==> src/hdl/sensor_dma_pkg.sv <==
// ----------------------------------------------------------
// Shared widths, register maps and bus structs for the sensor DMA block
// FIFO depth must stay a power of two so the pointers wrap on their own
// ----------------------------------------------------------
package sensor_dma_pkg;

    // Bus widths
    localparam int ADR_W = 10;
    localparam int DAT_W = 32;

    // FIFO sizing
    localparam int CNT_W = 5;
    localparam int PTR_W = 4;
    localparam int OVR_W = 16;
    localparam logic [CNT_W-1:0] FIFO_DEPTH       = 5'd16;
    // DMA request once the count goes above this
    localparam logic [CNT_W-1:0] DMA_START_THRESH = 5'd8;

    // Fixed read values
    localparam logic [DAT_W-1:0] DEVICE_ID     = 32'h0005_5ADC;
    localparam logic [DAT_W-1:0] REV_NUM       = 32'h0000_0211;
    localparam logic [DAT_W-1:0] DEF_REG_VALUE = 32'hFABD_EFAC;

    // ------------------------------------------------------------
    // Register maps
    // ------------------------------------------------------------
    typedef enum logic [ADR_W-1:0] {
        REG_ID          = 10'h000,
        REG_REV         = 10'h001,
        REG_FIFO_RST    = 10'h002,
        REG_SENSOR_EN   = 10'h003,
        REG_OVRRUN      = 10'h004,  // {counter, 15'b0, flag}
        REG_SENSOR_DATA = 10'h040
    } fabric_reg_e;

    typedef enum logic [ADR_W-1:0] {
        REG_DMA_EN      = 10'h000,
        REG_DMA_STS     = 10'h001,
        REG_DMA_INTR_EN = 10'h002
    } dma_reg_e;

    // ------------------------------------------------------------
    // Bundles
    // ------------------------------------------------------------
    // Host request, held stable by the host until the acknowledge
    typedef struct packed {
        logic [ADR_W-1:0] adr;
        logic [3:0]       byte_stb;
        logic             we;
        logic [DAT_W-1:0] dat;
    } wb_req_t;

    // One-cycle write strobes, valid in the acknowledge cycle
    typedef struct packed {
        logic fifo_rst_wr;
        logic sensor_en_wr;
        logic dat0;
    } fabric_wr_t;

    typedef struct packed {
        logic en_wr;
        logic sts_wr;
        logic intr_en_wr;
        logic dat0;
    } dma_wr_t;

    typedef struct packed {
        logic [CNT_W-1:0] cnt;
        logic             full;
        logic             empty;
        logic             ovr_flag;
        logic [OVR_W-1:0] ovr_cnt;
    } fifo_status_t;

endpackage

==> src/hdl/wb_cycle_decode.sv <==
// ----------------------------------------------------------
// One acknowledge per access; a held strobe gets no second one
// Host must hold address, data and select through the acknowledge
// ----------------------------------------------------------
module wb_cycle_decode (
    input  logic                      WBs_CLK_i,
    input  logic                      WBs_RST_i,
    input  logic                      cyc_fabric_i,
    input  logic                      cyc_dma_reg_i,
    input  logic                      cyc_dma_dat_i,
    input  logic                      stb_i,
    input  sensor_dma_pkg::wb_req_t   req_i,
    output logic                      ack_o,
    output sensor_dma_pkg::fabric_wr_t fabric_wr_o,
    output sensor_dma_pkg::dma_wr_t   dma_wr_o,
    output logic                      fifo_pop_o
);

    logic acc;
    logic acc_q;
    logic wr_ok;

    // Any of the three selects with the strobe
    assign acc = (cyc_fabric_i | cyc_dma_reg_i | cyc_dma_dat_i) & stb_i;

    // Rising edge of the access gives the acknowledge
    always_ff @(posedge WBs_CLK_i or posedge WBs_RST_i)
    begin
        if (WBs_RST_i)
        begin
            acc_q      <= 1'b0;
            ack_o      <= 1'b0;
            fifo_pop_o <= 1'b0;
        end
        else
        begin
            acc_q      <= acc;
            ack_o      <= acc & ~acc_q;
            // Pop lines up with the acknowledge of a data access
            fifo_pop_o <= cyc_dma_dat_i & stb_i & ~acc_q;
        end
    end

    // Write qualifier, only byte lane 0 matters
    assign wr_ok = ack_o & stb_i & req_i.we & req_i.byte_stb[0];

    // Per-register strobes, committed on the edge ending the acknowledge
    always_comb
    begin
        fabric_wr_o.fifo_rst_wr  = wr_ok & cyc_fabric_i & (req_i.adr == sensor_dma_pkg::REG_FIFO_RST);
        fabric_wr_o.sensor_en_wr = wr_ok & cyc_fabric_i & (req_i.adr == sensor_dma_pkg::REG_SENSOR_EN);
        fabric_wr_o.dat0         = req_i.dat[0];
        dma_wr_o.en_wr           = wr_ok & cyc_dma_reg_i & (req_i.adr == sensor_dma_pkg::REG_DMA_EN);
        dma_wr_o.sts_wr          = wr_ok & cyc_dma_reg_i & (req_i.adr == sensor_dma_pkg::REG_DMA_STS);
        dma_wr_o.intr_en_wr      = wr_ok & cyc_dma_reg_i & (req_i.adr == sensor_dma_pkg::REG_DMA_INTR_EN);
        dma_wr_o.dat0            = req_i.dat[0];
    end

    // Acknowledge only while the host still holds the access, and single-cycle
    ack_single: assert property (@(posedge WBs_CLK_i) disable iff (WBs_RST_i)
        ack_o |-> acc ##1 !ack_o);

endmodule

==> src/hdl/fabric_reg_bank.sv <==
// ----------------------------------------------------------
// Fabric registers; spi_tfer_done_i wins over a sensor enable write
// Last sensor word holds X until the first push
// ----------------------------------------------------------
module fabric_reg_bank (
    input  logic                                WBs_CLK_i,
    input  logic                                WBs_RST_i,
    input  sensor_dma_pkg::fabric_wr_t          wr_i,
    input  logic [sensor_dma_pkg::ADR_W-1:0]    adr_i,
    input  logic                                spi_tfer_done_i,
    input  logic                                sensor_push_i,
    input  logic [sensor_dma_pkg::DAT_W-1:0]    sensor_data_i,
    input  sensor_dma_pkg::fifo_status_t        fifo_stat_i,
    output logic                                sensor_enable_o,
    output logic                                fifo_flush_o,
    output logic [sensor_dma_pkg::DAT_W-1:0]    rd_data_o
);

    logic [sensor_dma_pkg::DAT_W-1:0] sensor_word;

    // ------------------------------------------------------------
    // Control registers
    // ------------------------------------------------------------
    always_ff @(posedge WBs_CLK_i or posedge WBs_RST_i)
    begin
        if (WBs_RST_i)
        begin
            sensor_enable_o <= 1'b0;
            fifo_flush_o    <= 1'b0;
        end
        else
        begin
            // Transfer done ends the sensor session
            if (spi_tfer_done_i)
                sensor_enable_o <= 1'b0;
            else if (wr_i.sensor_en_wr)
                sensor_enable_o <= wr_i.dat0;

            // Flush request self-clears after one cycle
            fifo_flush_o <= wr_i.fifo_rst_wr & wr_i.dat0;
        end
    end

    // Last word seen, taken even when the FIFO drops it
    always_ff @(posedge WBs_CLK_i)
    begin
        if (sensor_push_i)
            sensor_word <= sensor_data_i;
    end

    // ------------------------------------------------------------
    // Read multiplexer
    // ------------------------------------------------------------
    always_comb
    begin
        case (sensor_dma_pkg::fabric_reg_e'(adr_i))
            sensor_dma_pkg::REG_ID:
                rd_data_o = sensor_dma_pkg::DEVICE_ID;
            sensor_dma_pkg::REG_REV:
                rd_data_o = sensor_dma_pkg::REV_NUM;
            sensor_dma_pkg::REG_FIFO_RST:
                rd_data_o = {31'b0, fifo_flush_o};
            sensor_dma_pkg::REG_SENSOR_EN:
                rd_data_o = {31'b0, sensor_enable_o};
            sensor_dma_pkg::REG_OVRRUN:
                rd_data_o = {fifo_stat_i.ovr_cnt, 15'b0, fifo_stat_i.ovr_flag};
            sensor_dma_pkg::REG_SENSOR_DATA:
                rd_data_o = sensor_word;
            default:
                rd_data_o = sensor_dma_pkg::DEF_REG_VALUE;
        endcase
    end

    // Flush is a pulse, never a level
    flush_pulse: assert property (@(posedge WBs_CLK_i) disable iff (WBs_RST_i)
        fifo_flush_o |=> !fifo_flush_o);

endmodule

==> src/hdl/dma_ctrl_regs.sv <==
// ----------------------------------------------------------
// DMA bank; done pulse beats a status write, enable write beats clear
// ----------------------------------------------------------
module dma_ctrl_regs (
    input  logic                                WBs_CLK_i,
    input  logic                                WBs_RST_i,
    input  sensor_dma_pkg::dma_wr_t             wr_i,
    input  logic [sensor_dma_pkg::ADR_W-1:0]    adr_i,
    input  logic                                dma_clr_i,
    input  logic                                dma_done_i,
    input  sensor_dma_pkg::fifo_status_t        fifo_stat_i,
    output logic                                dma_enable_o,
    output logic                                dma_start_o,
    output logic                                done_irq_o,
    output logic [sensor_dma_pkg::DAT_W-1:0]    rd_data_o
);

    logic intr_en;
    logic done_sts;

    always_ff @(posedge WBs_CLK_i or posedge WBs_RST_i)
    begin
        if (WBs_RST_i)
        begin
            dma_enable_o <= 1'b0;
            intr_en      <= 1'b0;
            done_sts     <= 1'b0;
        end
        else
        begin
            // Engine clear drops the enable unless software writes it
            if (wr_i.en_wr)
                dma_enable_o <= wr_i.dat0;
            else if (dma_clr_i)
                dma_enable_o <= 1'b0;

            if (wr_i.intr_en_wr)
                intr_en <= wr_i.dat0;

            // Sticky done, software writes 0 to clear
            if (dma_done_i)
                done_sts <= 1'b1;
            else if (wr_i.sts_wr)
                done_sts <= wr_i.dat0;
        end
    end

    // Request a burst once enough words are waiting
    assign dma_start_o = (fifo_stat_i.cnt > sensor_dma_pkg::DMA_START_THRESH) & dma_enable_o;

    // Interrupt is masked status
    assign done_irq_o  = done_sts & intr_en;

    always_comb
    begin
        case (sensor_dma_pkg::dma_reg_e'(adr_i))
            sensor_dma_pkg::REG_DMA_EN:      rd_data_o = {31'b0, dma_enable_o};
            sensor_dma_pkg::REG_DMA_STS:     rd_data_o = {31'b0, done_sts};
            sensor_dma_pkg::REG_DMA_INTR_EN: rd_data_o = {31'b0, intr_en};
            default:                         rd_data_o = sensor_dma_pkg::DEF_REG_VALUE;
        endcase
    end

endmodule

==> src/hdl/sensor_rx_fifo.sv <==
// ----------------------------------------------------------
// First-word-fall-through FIFO; head_o is valid only while not empty
// Pushes into a full FIFO are lost and counted as overruns
// ----------------------------------------------------------
module sensor_rx_fifo (
    input  logic                                WBs_CLK_i,
    input  logic                                WBs_RST_i,
    input  logic                                flush_i,
    input  logic                                push_i,
    input  logic [sensor_dma_pkg::DAT_W-1:0]    push_data_i,
    input  logic                                pop_i,
    output logic [sensor_dma_pkg::DAT_W-1:0]    head_o,
    output sensor_dma_pkg::fifo_status_t        stat_o
);

    logic [sensor_dma_pkg::DAT_W-1:0] mem [sensor_dma_pkg::FIFO_DEPTH];
    logic [sensor_dma_pkg::PTR_W-1:0] wr_ptr;
    logic [sensor_dma_pkg::PTR_W-1:0] rd_ptr;
    logic [sensor_dma_pkg::CNT_W-1:0] cnt;
    logic                             ovr_flag;
    logic [sensor_dma_pkg::OVR_W-1:0] ovr_cnt;
    logic                             full;
    logic                             empty;
    logic                             push_ok;
    logic                             pop_ok;

    assign full    = (cnt == sensor_dma_pkg::FIFO_DEPTH);
    assign empty   = (cnt == '0);
    assign push_ok = push_i & ~full & ~flush_i;
    assign pop_ok  = pop_i & ~empty & ~flush_i;

    // ------------------------------------------------------------
    // Pointers, count and overrun tracking
    // ------------------------------------------------------------
    always_ff @(posedge WBs_CLK_i or posedge WBs_RST_i)
    begin
        if (WBs_RST_i)
        begin
            wr_ptr   <= '0;
            rd_ptr   <= '0;
            cnt      <= '0;
            ovr_flag <= 1'b0;
            ovr_cnt  <= '0;
        end
        else if (flush_i)
        begin
            wr_ptr   <= '0;
            rd_ptr   <= '0;
            cnt      <= '0;
            ovr_flag <= 1'b0;
            ovr_cnt  <= '0;
        end
        else
        begin
            if (push_ok)
                wr_ptr <= wr_ptr + 1'b1;
            if (pop_ok)
                rd_ptr <= rd_ptr + 1'b1;
            // Simultaneous push and pop leave the count alone
            if (push_ok & ~pop_ok)
                cnt <= cnt + 1'b1;
            else if (pop_ok & ~push_ok)
                cnt <= cnt - 1'b1;
            // Dropped word
            if (push_i & full)
            begin
                ovr_flag <= 1'b1;
                ovr_cnt  <= ovr_cnt + 1'b1;
            end
        end
    end

    // Storage
    always_ff @(posedge WBs_CLK_i)
    begin
        if (push_ok)
            mem[wr_ptr] <= push_data_i;
    end

    assign head_o = mem[rd_ptr];

    always_comb
    begin
        stat_o.cnt      = cnt;
        stat_o.full     = full;
        stat_o.empty    = empty;
        stat_o.ovr_flag = ovr_flag;
        stat_o.ovr_cnt  = ovr_cnt;
    end

    cnt_bound: assert property (@(posedge WBs_CLK_i) disable iff (WBs_RST_i)
        cnt <= sensor_dma_pkg::FIFO_DEPTH);

    // When full the write slot is the oldest word, a dropped push must not touch it
    no_wr_full: assert property (@(posedge WBs_CLK_i) disable iff (WBs_RST_i)
        (full && push_i && !pop_i && !flush_i) |=> $stable(head_o));

endmodule

==> src/hdl/sensor_dma_top.sv <==
// ----------------------------------------------------------
// Sensor capture top; one shared acknowledge for all three selects
// ----------------------------------------------------------
module sensor_dma_top (
    input  logic                                WBs_CLK_i,
    input  logic                                WBs_RST_i,
    input  logic [sensor_dma_pkg::ADR_W-1:0]    WBs_ADR_i,
    input  logic                                WBs_CYC_i,
    input  logic                                WBs_CYC_DMA_REG_i,
    input  logic                                WBs_CYC_DMA_DAT_i,
    input  logic [3:0]                          WBs_BYTE_STB_i,
    input  logic                                WBs_WE_i,
    input  logic                                WBs_STB_i,
    input  logic [sensor_dma_pkg::DAT_W-1:0]    WBs_DAT_i,
    output logic                                WBs_ACK_o,
    output logic [sensor_dma_pkg::DAT_W-1:0]    WBs_DAT_o,
    output logic [sensor_dma_pkg::DAT_W-1:0]    WBs_DMA_REG_o,
    output logic [sensor_dma_pkg::DAT_W-1:0]    WBs_DMA_DAT_o,
    input  logic [sensor_dma_pkg::DAT_W-1:0]    Sensor_RD_Data_i,
    input  logic                                Sensor_RD_Push_i,
    input  logic                                spi_tfer_done_i,
    input  logic                                DMA0_Clr_i,
    input  logic                                DMA0_Done_i,
    output logic                                Sensor_Enable_o,
    output logic                                rx_fifo_full_o,
    output logic                                DMA0_Start_o,
    output logic                                DMA_Enable_o,
    output logic                                DMA0_Done_IRQ_o
);

    sensor_dma_pkg::wb_req_t      req;
    sensor_dma_pkg::fabric_wr_t   fab_wr;
    sensor_dma_pkg::dma_wr_t      dma_wr;
    sensor_dma_pkg::fifo_status_t fifo_stat;
    logic                         fifo_pop;
    logic                         fifo_flush;

    // Bundle the host request
    assign req = '{adr: WBs_ADR_i, byte_stb: WBs_BYTE_STB_i, we: WBs_WE_i, dat: WBs_DAT_i};

    wb_cycle_decode u_wb_cycle_decode (
        .WBs_CLK_i, .WBs_RST_i,
        .cyc_fabric_i (WBs_CYC_i),         .cyc_dma_reg_i (WBs_CYC_DMA_REG_i),
        .cyc_dma_dat_i(WBs_CYC_DMA_DAT_i), .stb_i         (WBs_STB_i),
        .req_i        (req),               .ack_o         (WBs_ACK_o),
        .fabric_wr_o  (fab_wr),            .dma_wr_o      (dma_wr),
        .fifo_pop_o   (fifo_pop)
    );

    fabric_reg_bank u_fabric_reg_bank (
        .WBs_CLK_i, .WBs_RST_i,
        .wr_i           (fab_wr),           .adr_i          (WBs_ADR_i),
        .spi_tfer_done_i(spi_tfer_done_i),  .sensor_push_i  (Sensor_RD_Push_i),
        .sensor_data_i  (Sensor_RD_Data_i), .fifo_stat_i    (fifo_stat),
        .sensor_enable_o(Sensor_Enable_o),  .fifo_flush_o   (fifo_flush),
        .rd_data_o      (WBs_DAT_o)
    );

    dma_ctrl_regs u_dma_ctrl_regs (
        .WBs_CLK_i, .WBs_RST_i,
        .wr_i        (dma_wr),       .adr_i      (WBs_ADR_i),
        .dma_clr_i   (DMA0_Clr_i),   .dma_done_i (DMA0_Done_i),
        .fifo_stat_i (fifo_stat),    .dma_enable_o(DMA_Enable_o),
        .dma_start_o (DMA0_Start_o), .done_irq_o (DMA0_Done_IRQ_o),
        .rd_data_o   (WBs_DMA_REG_o)
    );

    // Head word is the DMA read data
    sensor_rx_fifo u_sensor_rx_fifo (
        .WBs_CLK_i, .WBs_RST_i,
        .flush_i    (fifo_flush),       .push_i (Sensor_RD_Push_i),
        .push_data_i(Sensor_RD_Data_i), .pop_i  (fifo_pop),
        .head_o     (WBs_DMA_DAT_o),    .stat_o (fifo_stat)
    );

    assign rx_fifo_full_o = fifo_stat.full;

endmodule

==> config.mk <==
export PLATFORM = sky130hd
export DESIGN_NAME = sensor_dma_top
export DESIGN_NICKNAME = d
export VERILOG_FILES = /design/src/hdl/sensor_dma_pkg.sv /design/src/hdl/wb_cycle_decode.sv /design/src/hdl/fabric_reg_bank.sv /design/src/hdl/dma_ctrl_regs.sv /design/src/hdl/sensor_rx_fifo.sv /design/src/hdl/sensor_dma_top.sv
export SDC_FILE = /design/constraint.sdc
export NUM_CORES = 1
export LEC_CHECK = 0
export BUFFER_PORTS_ARGS = -buffer_cell sky130_fd_sc_hd__buf_2
export CAP_MARGIN = 15
export CORE_ASPECT_RATIO = 1.25
export CORE_MARGIN = 4
export CORE_UTILIZATION = 45
export DETAILED_ROUTE_END_ITERATION = 10
export GPL_TIMING_DRIVEN = 0
export HOLD_SLACK_MARGIN = 0.12
export PLACE_DENSITY = 0.64
export SYNTH_ARGS = -nofsm -noshare
export SYNTH_HDL_FRONTEND = slang
export SYNTH_SLANG_ARGS = --single-unit
==> constraint.sdc <==
create_clock -name WBs_CLK_i -period 3.76 [get_ports WBs_CLK_i]
set_clock_uncertainty 0.1 [all_clocks]
set_input_delay 0.752 -clock WBs_CLK_i [delete_from_list [all_inputs] [get_ports WBs_CLK_i]]
set_output_delay 0.752 -clock WBs_CLK_i [all_outputs]
set_load 0.02 [all_outputs]
==> results_dict.tcl, run 1 <==
set metrics [dict create \
    dp_hpwl_mm 38.37 \
    yosysSeqAreaShare 0.7407 \
    synthArstFlopShare 0.06529 \
    grt_pass1_wl_mm 84.86 \
    drive_above_1_share 0.2916 \
    syn_area_um2 23340 \
    synth_cell_types 54 \
    yosysTopAreaCellShare 0.6999 \
    cp.arrival_ns 2.94 \
    cts_buffers 54 \
    max_cap_viol_count 0 \
    worst_slew_pin_slew_ns 1.037 \
    wirelength_mm 57.74 \
    place_inst 2156 \
    fin_setup_tns_ns -0.02792 \
    io-pin-count 191 \
    slew_violations 0 \
    die_y_um 262.6 \
    grt_overflow 0 \
    drc 0 \
    synthTopCellsByArea "edfxtp_1, mux4_2, mux2i_1" \
    fillCellCount 4048 \
    syn_inst 1315 \
    vias 13030 \
    fp.dieW_um 211.7 \
    area_delta_synth_final_pct 18.98 \
    status "complete, but fails checks" \
    fmax_mhz 264.0 \
    crit_required_ns 2.91 \
    crit_chain "clkbuf_1 > inv_1 > buf_1 > a221oi_1 > a22oi_1 > nand2_1 > buf_2" \
    routabilityCongestion 0.8475 \
    rr_worst_depth 8 \
    grt_antenna_before_repair 2 \
    grt_pass1_vias 13060 \
    drt-vias-per-instance 5.772 \
    cp-start-kind "register" \
    core_area_um2 51430 \
    worst_slack_ns -0.02792 \
    synth_edf_count 544 \
    setup_viol 1 \
    power_density_nw_per_um2 719.6 \
    crit_cells 7 \
    finalCriticalPeriod_ns 3.788 \
    cp-end-kind "output pin" \
    grt_max_degree 39 \
    clkTransAtPathRegs_ns 0.07 \
    wire_per_inst_um 25.58 \
    hold_viol 0 \
    worstPathMaxFanout 10 \
    start_util 0.4538 \
    clk_path_buf_depth 3 \
    hold_class "in2reg" \
    nets 1650 \
    crit_type "reg2out" \
    clock_latency_ns 0.58 \
    synth_top_area_cell "edfxtp_1" \
    cts_max_level 2 \
    synth_warnings 0 \
    p_leak_nw 9.659 \
    instances_no_fill 2257 \
    max_stage_delay_ns 0.72 \
    root_buffer "clkbuf_16" \
    maxSlewHeadroom 0.3087 \
    crit_buf_inv 4 \
    cts_hold_buf 0 \
    row_count 93 \
    irDropWorstVdd_mv 0.3772 \
    drt_pass1_iterations 5 \
    rsz0062_at_grt "true" \
    hold_depth 2 \
    cpMaxStageDelayCell "buf_1" \
    ant_nets 0 \
    cts_tree "built" \
    finalCritPeriodShare 1.007 \
    postSynthAreaPerCell_um2 17.75 \
    cp_top_family "buffers and inverters" \
    io_buffers 147 \
    drt_iter0_markers 1222 \
    synth-main-ff-cell "edfxtp_1" \
    grtUsageTotal 0.2031 \
    dieArea_um2 55590 \
    ys_ff_latch 582 \
    violations "negative setup slack" \
    cts_sinks 582 \
]
layout by cell type (no fill, tap or decap), types with 6 or more instances in the layout:
master,instances
a21o_1,11
a21oi_1,20
a221oi_1,34
a221oi_2,30
a22oi_1,42
buf_12,9
buf_16,11
buf_2,154
buf_4,41
bufinv_16,8
clkbuf_1,30
clkbuf_16,55
clkbuf_2,20
clkbuf_4,7
clkinv_1,7
clkinv_2,11
conb_1,8
dfrtp_1,36
edfxtp_1,544
ha_1,10
inv_1,12
mux2i_1,135
mux4_2,64
nand2_1,70
nand2b_1,8
nand3_1,13
nor2_1,19
nor2_4,13
nor2b_1,6
o21ai_0,41
o31ai_1,7
or3_1,6
or4_1,8
xor2_1,6
worst register-to-register path, cell delays in order, from the launching register on:
cell and delay (ns):
dfrtp_1 0.45, or4_4 0.61, o21ai_0 0.44, nand2_1 0.27, fa_1 0.48, a21o_1 0.19
a21oi_1 0.31, mux2i_1 0.24, a31oi_1 0.09
path summary, 6_finish.rpt:
path	to	from	slack, ns
min in group asynchronous	u_sensor_rx_fifo.ovr_cnt[10]$_DFFE_PP0P_	WBs_RST_i	0.24
setup / recovery	WBs_DMA_DAT_o[31]	u_sensor_rx_fifo.rd_ptr[3]$_DFFE_PP0P_	-0.03
max in group asynchronous	u_sensor_rx_fifo.rd_ptr[0]$_DFFE_PP0P_	WBs_RST_i	2.73
hold / removal	u_fabric_reg_bank.sensor_enable_o$_DFFE_PP0P_	spi_tfer_done_i	0.22
setup reg to reg	u_sensor_rx_fifo.cnt[4]$_DFFE_PP0P_	u_sensor_rx_fifo.cnt[1]$_DFFE_PP0P_	0.44
hold reg to reg	u_wb_cycle_decode.ack_o$_DFF_PP0_	u_wb_cycle_decode.acc_q$_DFF_PP0_	0.33
layout make-up:
class / instances / area [µm²] / share of cell area
sequential: 582 / 17290 / 0.6226
inverter: 13 / 48.80 / 0.001757
buffer: 102 / 635.6 / 0.02289
tap: 665 / 832.0 / 0.02996
antenna: 1 / 2.502 / 0.00009012
multi-input combinational: 623 / 5877 / 0.2116
timing repair buffer: 174 / 1289 / 0.04641
clock inverter: 34 / 387.9 / 0.01397
clock buffer: 63 / 1406 / 0.05065
timing repair:
item | 4_1_cts | 5_1_grt
setup endpoints to repair | 341 | 53
buffers inserted | 5 | 0
pin swaps | 5 | 0
resized for setup | 95 | 29
cells by family after synthesis:
logic type	Yosys count	share of synthesized area
DFF	582	0.7407
AOI/OAI and AO/OA	206	0.06380
muxes	204	0.1221
and+or+nand+nor	183	0.03887
buffers and inverters	117	0.02407
adders and majority gates	11	0.006219
xor gates and xnor gates	11	0.004128
other	1	0.0001607
layer usage:
layer  global-route usage  wire length, µm  share of wire
met1               0.2727            23080           0.40
met2               0.3397            28950           0.50
met5                    0               17        0.00029
met3              0.03952             4208          0.073
met4              0.05869             1493          0.026
Yosys cell counts (4+ instances only):
cell / count
nand2_1: 70
nor4_1: 4
a221oi_1: 64
xnor2_1: 5
a21oi_1: 20
nor3_1: 9
buf_4: 30
a22oi_1: 42
mux2i_1: 135
or3_1: 6
mux4_2: 64
o31ai_1: 7
inv_1: 13
clkbuf_1: 56
dfrtp_1: 38
nor2b_1: 6
a21o_1: 12
or4_1: 8
mux2_2: 5
nand3_1: 13
nor2_1: 33
nand4_1: 5
xor2_1: 6
a22o_1: 4
o21ai_0: 41
nand2b_1: 8
buf_1: 15
edfxtp_1: 544
ha_1: 10
through the flow:
step | hold WS (ns) | area, µm² | worst slack [ns] | util | total power (W)
after global placement | 0.3099 | 24950 | -2.824 | 0.4852 | 0.01399
final | 0.2232 | 27770 | -0.02792 | 0.5399 | 0.01998
after global routing | 0.2067 | 27770 | -0.08893 | 0.5398 | 0.02085
after CTS | 0.2000 | 27640 | 0.0003566 | 0.5374 | 0.02005
after detailed placement | 0.3264 | 25580 | -1.074 | 0.4974 | 0.01435
after floorplan | 0.3008 | 23380 | 0.1451 | - | 0.01196
sequential cells by signal, summed over array words and instances (netlist names), 4 cells and up:
register                       count
u_fabric_reg_bank.sensor_word     32
u_sensor_rx_fifo.cnt               5
u_sensor_rx_fifo.mem             512
u_sensor_rx_fifo.ovr_cnt          16
u_sensor_rx_fifo.rd_ptr            4
u_sensor_rx_fifo.wr_ptr            4
report_power, final:
group          switching, W  internal [W]  leakage, nW
clock network       0.00232       0.00323        0.876
registers          0.000263       0.00777         5.41
logic               0.00398       0.00243         3.37
Power figures use the tool's default switching activity.
==> run 2: changes to the inputs <==
--- a/config.mk
+++ b/config.mk
@@ -13,7 +13,7 @@
 export DETAILED_ROUTE_END_ITERATION = 10
 export GPL_TIMING_DRIVEN = 0
 export HOLD_SLACK_MARGIN = 0.12
-export PLACE_DENSITY = 0.64
+export PLACE_DENSITY = 0.62
 export SYNTH_ARGS = -nofsm -noshare
 export SYNTH_HDL_FRONTEND = slang
 export SYNTH_SLANG_ARGS = --single-unit
==> constraint.sdc (replaced) <==
create_clock -name WBs_CLK_i -period 3.55 [get_ports WBs_CLK_i]
set_clock_uncertainty 0.1 [all_clocks]
set_input_delay 0.71 -clock WBs_CLK_i [delete_from_list [all_inputs] [get_ports WBs_CLK_i]]
set_output_delay 0.71 -clock WBs_CLK_i [all_outputs]
set_load 0.02 [all_outputs]
==> results_dict.tcl, run 2 (synthesis gave the netlist of run 1 again) <==
set metrics [dict create \
    status "finished, final reports clean" \
    grtUsageTotal 0.2056 \
    drt_iter0_markers 1258 \
    die_y_um 262.6 \
    wire_per_inst_um 25.79 \
    slew_violations 0 \
    placed_area_um2 25590 \
    mostFrequentLayoutCells "edfxtp_1, buf_2, mux2i_1" \
    cts_sinks 582 \
    cts_tree "built" \
    irDropWorstVdd_mv 0.3927 \
    grt_antenna_before_repair 2 \
    io_buffers 147 \
    top_regs "u_sensor_rx_fifo.mem x512, u_fabric_reg_bank.sensor_word x32, u_sensor_rx_fifo.ovr_cnt x16" \
    ant_nets 0 \
    final_common_cell "edfxtp_1" \
    finalCritPeriodShare 0.9882 \
    hold_viol 0 \
    cts_buffers 55 \
    area_delta_synth_final_pct 20.16 \
    finalPower_w 0.02137 \
    routabilityCongestion 0.8447 \
    grt_max_degree 39 \
    max_cap_viol_count 0 \
    drc 0 \
    start_util 0.4538 \
    clock_latency_ns 0.59 \
    cpMostUsedCell "buf_2" \
    cts_max_level 2 \
    rsz0062_at_grt "true" \
    p_leak_nw 9.763 \
    grt_pass1_vias 13330 \
    dieArea_um2 55590 \
    worst_slew_pin_slew_ns 0.8659 \
    finalCriticalPeriod_ns 3.508 \
    drt-vias-per-instance 5.833 \
    fillCellCount 4039 \
    multiInputGateArea_um2 6002 \
    cpMaxStageDelayCell "dfrtp_2" \
    wirelength_mm 58.49 \
    root_buffer "clkbuf_16" \
    largest_reg_flops 512 \
    cp_top_family "buffers and inverters" \
    dp_hpwl_mm 38.14 \
    hold_class "in2reg" \
    nets 1658 \
    core_area_um2 51430 \
    final_area_um2 28040 \
    drt_pass1_iterations 5 \
    clkTransAtPathRegs_ns 0.07 \
    setup_viol 0 \
    io-pin-count 191 \
    grt_overflow 0 \
    maxSlewHeadroom 0.4227 \
    cts_hold_buf 0 \
    row_count 93 \
    vias 13230 \
    max_stage_delay_ns 0.54 \
    crit_chain "and2_1 > buf_2 > clkbuf_8 > a221oi_1 > o21ai_0 > nand2_1 > buf_2" \
    cp.arrival_ns 2.70 \
    crit_buf_inv 3 \
    largest-register "u_sensor_rx_fifo.mem" \
    regArea_um2 17290 \
    timing.hold.ws_ns 0.1748 \
    cp-start-kind "register" \
    drive_above_1_share 0.3015 \
    worstPathMaxFanout 10 \
    fp.dieW_um 211.7 \
    crit_required_ns 2.74 \
    power_density_nw_per_um2 762.0 \
    fmax_mhz 285.1 \
    crit_type "reg2out" \
    clk_path_buf_depth 3 \
    grt_pass1_wl_mm 85.79 \
    cp-end-kind "output pin" \
]
## run 2: cell count changes in the layout (fill, tap and decap cells not counted), moves of 5 or more
cell,delta
clkinv_1,+6
buf_4,+11
a221oi_2,+7
a221oi_1,-11
clkbuf_2,-12
clkbuf_4,+7
buf_12,+5
## run 2: area by class of cell
| class | count | area share |
|---|---|---|
| well taps | 665 | 0.02967 |
| clock inverters | 31 | 0.01106 |
| repair buffers | 181 | 0.04948 |
| flip-flops and latches | 582 | 0.6165 |
| multi-input cells | 623 | 0.2140 |
| clock buffers | 70 | 0.05220 |
| diodes | 1 | 0.00008923 |
| inverters | 13 | 0.001740 |
| plain buffers | 102 | 0.02525 |
## run 2: timing repair
item,4_1_cts,5_1_grt
setup endpoints to repair,570,83
buffers inserted,9,2
pin swaps,10,0
gates resized for setup,145,43
## run 2: path summary, 6_finish.rpt
kind                                                         from                                             to  slack (ns)  depth (start not counted)
max reg2reg                   u_sensor_rx_fifo.cnt[1]$_DFFE_PP0P_            u_sensor_rx_fifo.cnt[4]$_DFFE_PP0P_        0.22                          8
min in group asynchronous                               WBs_RST_i         u_wb_cycle_decode.fifo_pop_o$_DFF_PP0_        0.19                          2
min                                               spi_tfer_done_i  u_fabric_reg_bank.sensor_enable_o$_DFFE_PP0P_        0.17                          2
min reg2reg                     u_wb_cycle_decode.acc_q$_DFF_PP0_              u_wb_cycle_decode.ack_o$_DFF_PP0_        0.32                          1
max                        u_sensor_rx_fifo.rd_ptr[2]$_DFFE_PP0P_                              WBs_DMA_DAT_o[31]        0.04                          7
max in group asynchronous                               WBs_RST_i         u_sensor_rx_fifo.rd_ptr[0]$_DFFE_PP0P_        2.55                          2
## run 2: where the power goes
part	switching (W)	internal, W	total, W
sequential	0.000274	0.00823	0.00850
combinational	0.00433	0.00275	0.00707
clock	0.00245	0.00335	0.00579
total	0.00705	0.0143	0.0214
## run 2: per-layer routing
layer | routed length (µm) | GRT usage | share of wire | up-vias
li1 | - | - | - | 5779
met1 | 23690 | 0.2852 | 0.41 | 6819
met2 | 28360 | 0.3358 | 0.48 | 525
met3 | 4683 | 0.03642 | 0.080 | 104
met4 | 1738 | 0.06130 | 0.030 | 2
met5 | 13 | 0 | 0.00022 | -
## run 2: per-stage QoR
| stage | util | setup slack (ns) | std cells | setup TNS (ns) |
|---|---|---|---|---|
| floorplan | - | -0.02287 | 1322 | -5.243 |
| global placement | 0.4852 | -3.140 | 2134 | -1449.01 |
| detailed placement | 0.4976 | -1.260 | 2157 | -457.86 |
| CTS | 0.5422 | -0.02083 | 2266 | -0.07141 |
| global route | 0.5452 | -0.02035 | 2267 | -0.04528 |
| finish | 0.5453 | 0.04187 | 2268 | 0 |
==> run 3: changes to the inputs <==
--- a/config.mk
+++ b/config.mk
@@ -16,4 +16,5 @@
 export PLACE_DENSITY = 0.62
 export SYNTH_ARGS = -nofsm -noshare
 export SYNTH_HDL_FRONTEND = slang
+export SYNTH_HIERARCHICAL = 1
 export SYNTH_SLANG_ARGS = --single-unit
==> results_dict.tcl, run 3 <==
set metrics [dict create \
    dp_hpwl_mm 37.64 \
    final_common_cell "edfxtp_1" \
    p_sw_frac 0.3172 \
    fillCellCount 4079 \
    syn_inst 1220 \
    nets 1548 \
    drt_iter0_markers 913 \
    largest-register "u_sensor_rx_fifo/mem" \
    cts_buffers 55 \
    clkTransAtPathRegs_ns 0.06 \
    cp.arrival_ns 2.68 \
    crit_cells 6 \
    grt_pass1_vias 13210 \
    clkPwrFrac 0.270 \
    die_y_um 262.9 \
    drt-vias-per-instance 5.779 \
    slew_violations 0 \
    cts_max_level 2 \
    core_area_um2 51430 \
    crit_buf_inv 3 \
    dp_slack_ns -0.6936 \
    place_inst 2056 \
    drt_pass1_iterations 5 \
    wire_per_inst_um 25.66 \
    ant_nets 0 \
    r2r_start "u_sensor_rx_fifo/cnt[0]$_DFFE_PP0P_" \
    crit_chain "buf_2 > buf_2 > mux4_2 > a22oi_1 > nand2_1 > buf_2" \
    cts_sinks 582 \
    io_buffers 147 \
    postSynthAreaPerCell_um2 19.17 \
    synth_warnings 6 \
    instances_no_fill 2158 \
    cp_top_family "buffers and inverters" \
    io-pin-count 191 \
    drive_above_1_share 0.3269 \
    fp.dieW_um 211.9 \
    num_antenna_cells 0 \
    cp-end-kind "output pin" \
    fmax_mhz 286.3 \
    cp-start-kind "register" \
    hold_class "in2reg" \
    clk_path_buf_depth 3 \
    area_delta_synth_final_pct 15.90 \
    grt_antenna_before_repair 1 \
    crit_type "reg2out" \
    row_count 93 \
    top_regs "u_sensor_rx_fifo/mem x512, u_fabric_reg_bank/sensor_word x32, u_sensor_rx_fifo/ovr_cnt x16" \
    p_leak_nw 9.075 \
    start_util 0.4548 \
    worst_slew_pin_slew_ns 0.7932 \
    seqPwrFrac 0.427 \
    finalCriticalPeriod_ns 3.492 \
    routabilityCongestion 0.8980 \
    worst_slack_ns 0.05763 \
    grt_max_degree 34 \
    cpMostUsedCell "buf_2" \
    p_int_w 0.01361 \
    cts_tree "built" \
    vias 12470 \
    drc 0 \
    grtUsageTotal 0.1989 \
    grt_overflow 0 \
    switchingPower_w 0.006325 \
    wirelength_mm 55.38 \
    setup_viol 0 \
    worstPathMaxFanout 10 \
    crit_required_ns 2.74 \
    combPwrFrac 0.303 \
    dieArea_um2 55710 \
    status "finished, final reports clean" \
    power_density_nw_per_um2 735.4 \
    max_cap_viol_count 0 \
    grt_pass1_wl_mm 83.37 \
    finalCritPeriodShare 0.9838 \
    clock_latency_ns 0.59 \
    rr_worst_depth 8 \
    max_stage_delay_ns 0.49 \
    hold_viol 0 \
    irDropWorstVdd_mv 0.3578 \
    hold_depth 2 \
    mostFrequentLayoutCells "edfxtp_1, buf_2, mux4_2" \
    hold_start "spi_tfer_done_i" \
    cpMaxStageDelayCell "dfrtp_1" \
    syn_area_um2 23390 \
    largest_reg_flops 512 \
    cp-startpoint "u_sensor_rx_fifo/rd_ptr[1]$_DFFE_PP0P_" \
    root_buffer "clkbuf_16" \
    rsz0062_at_grt "true" \
    maxSlewHeadroom 0.4697 \
]
[run 3: repair_timing]
item                                    CTS  global route
resized for setup                        40            27
hold buffers                              1             0
endpoints found under the hold margin     8             0
endpoints found under the setup margin   97            30
setup buffers                             0             0
[run 3: power groups by stage]
stage	Clock (W)	Combinational, W	Sequential [W]
finish	0.00538	0.00604	0.00852
floorplan	0	0.00393	0.00856
global placement	0	0.00584	0.00865
global route	0.00580	0.00650	0.00857
detailed placement	0	0.00602	0.00865
CTS	0.00550	0.00612	0.00852
[run 3: layout make-up]
type                    instances  area (µm²)  area share
flip-flops and latches        582       17290      0.6377
inverters                      13       48.80    0.001800
repair buffers                165        1096     0.04043
clock inverters                32       197.7    0.007292
clock buffers                  70        1443     0.05321
plain buffers                 101       633.1     0.02335
multi-input cells             530        5572      0.2055
well taps                     665       832.0     0.03069
[run 3: through the flow]
stage	power (W)	hold slack [ns]	util	instance area, µm²	TNS (ns)
global placement	0.01449	0.3072	0.4858	24980	-733.96
finish	0.01994	0.1756	0.5271	27110	0
detailed placement	0.01467	0.3206	0.4929	25350	-259.24
floorplan	0.01249	0.3008	-	23420	0
CTS	0.02014	0.1442	0.5266	27080	0
global route	0.02086	0.1646	0.5271	27110	-0.02394
[run 3: final timing paths]
path,end,slack (ns)
max,WBs_DMA_DAT_o[31],0.06
min,u_fabric_reg_bank/sensor_enable_o$_DFFE_PP0P_,0.18
max reg2reg,u_sensor_rx_fifo/cnt[4]$_DFFE_PP0P_,0.30
min reg2reg,u_wb_cycle_decode/ack_o$_DFF_PP0_,0.33
max in group asynchronous,u_sensor_rx_fifo/ovr_cnt[14]$_DFFE_PP0P_,2.10
min in group asynchronous,u_wb_cycle_decode/acc_q$_DFF_PP0_,0.48
[run 3: metal layers]
layer,vias to the layer above,GRT usage,share of wire
li1,5412,-,-
met1,6511,0.2623,0.39
met2,458,0.3419,0.52
met3,88,0.03379,0.070
met4,2,0.05730,0.027
met5,-,0,0.00023
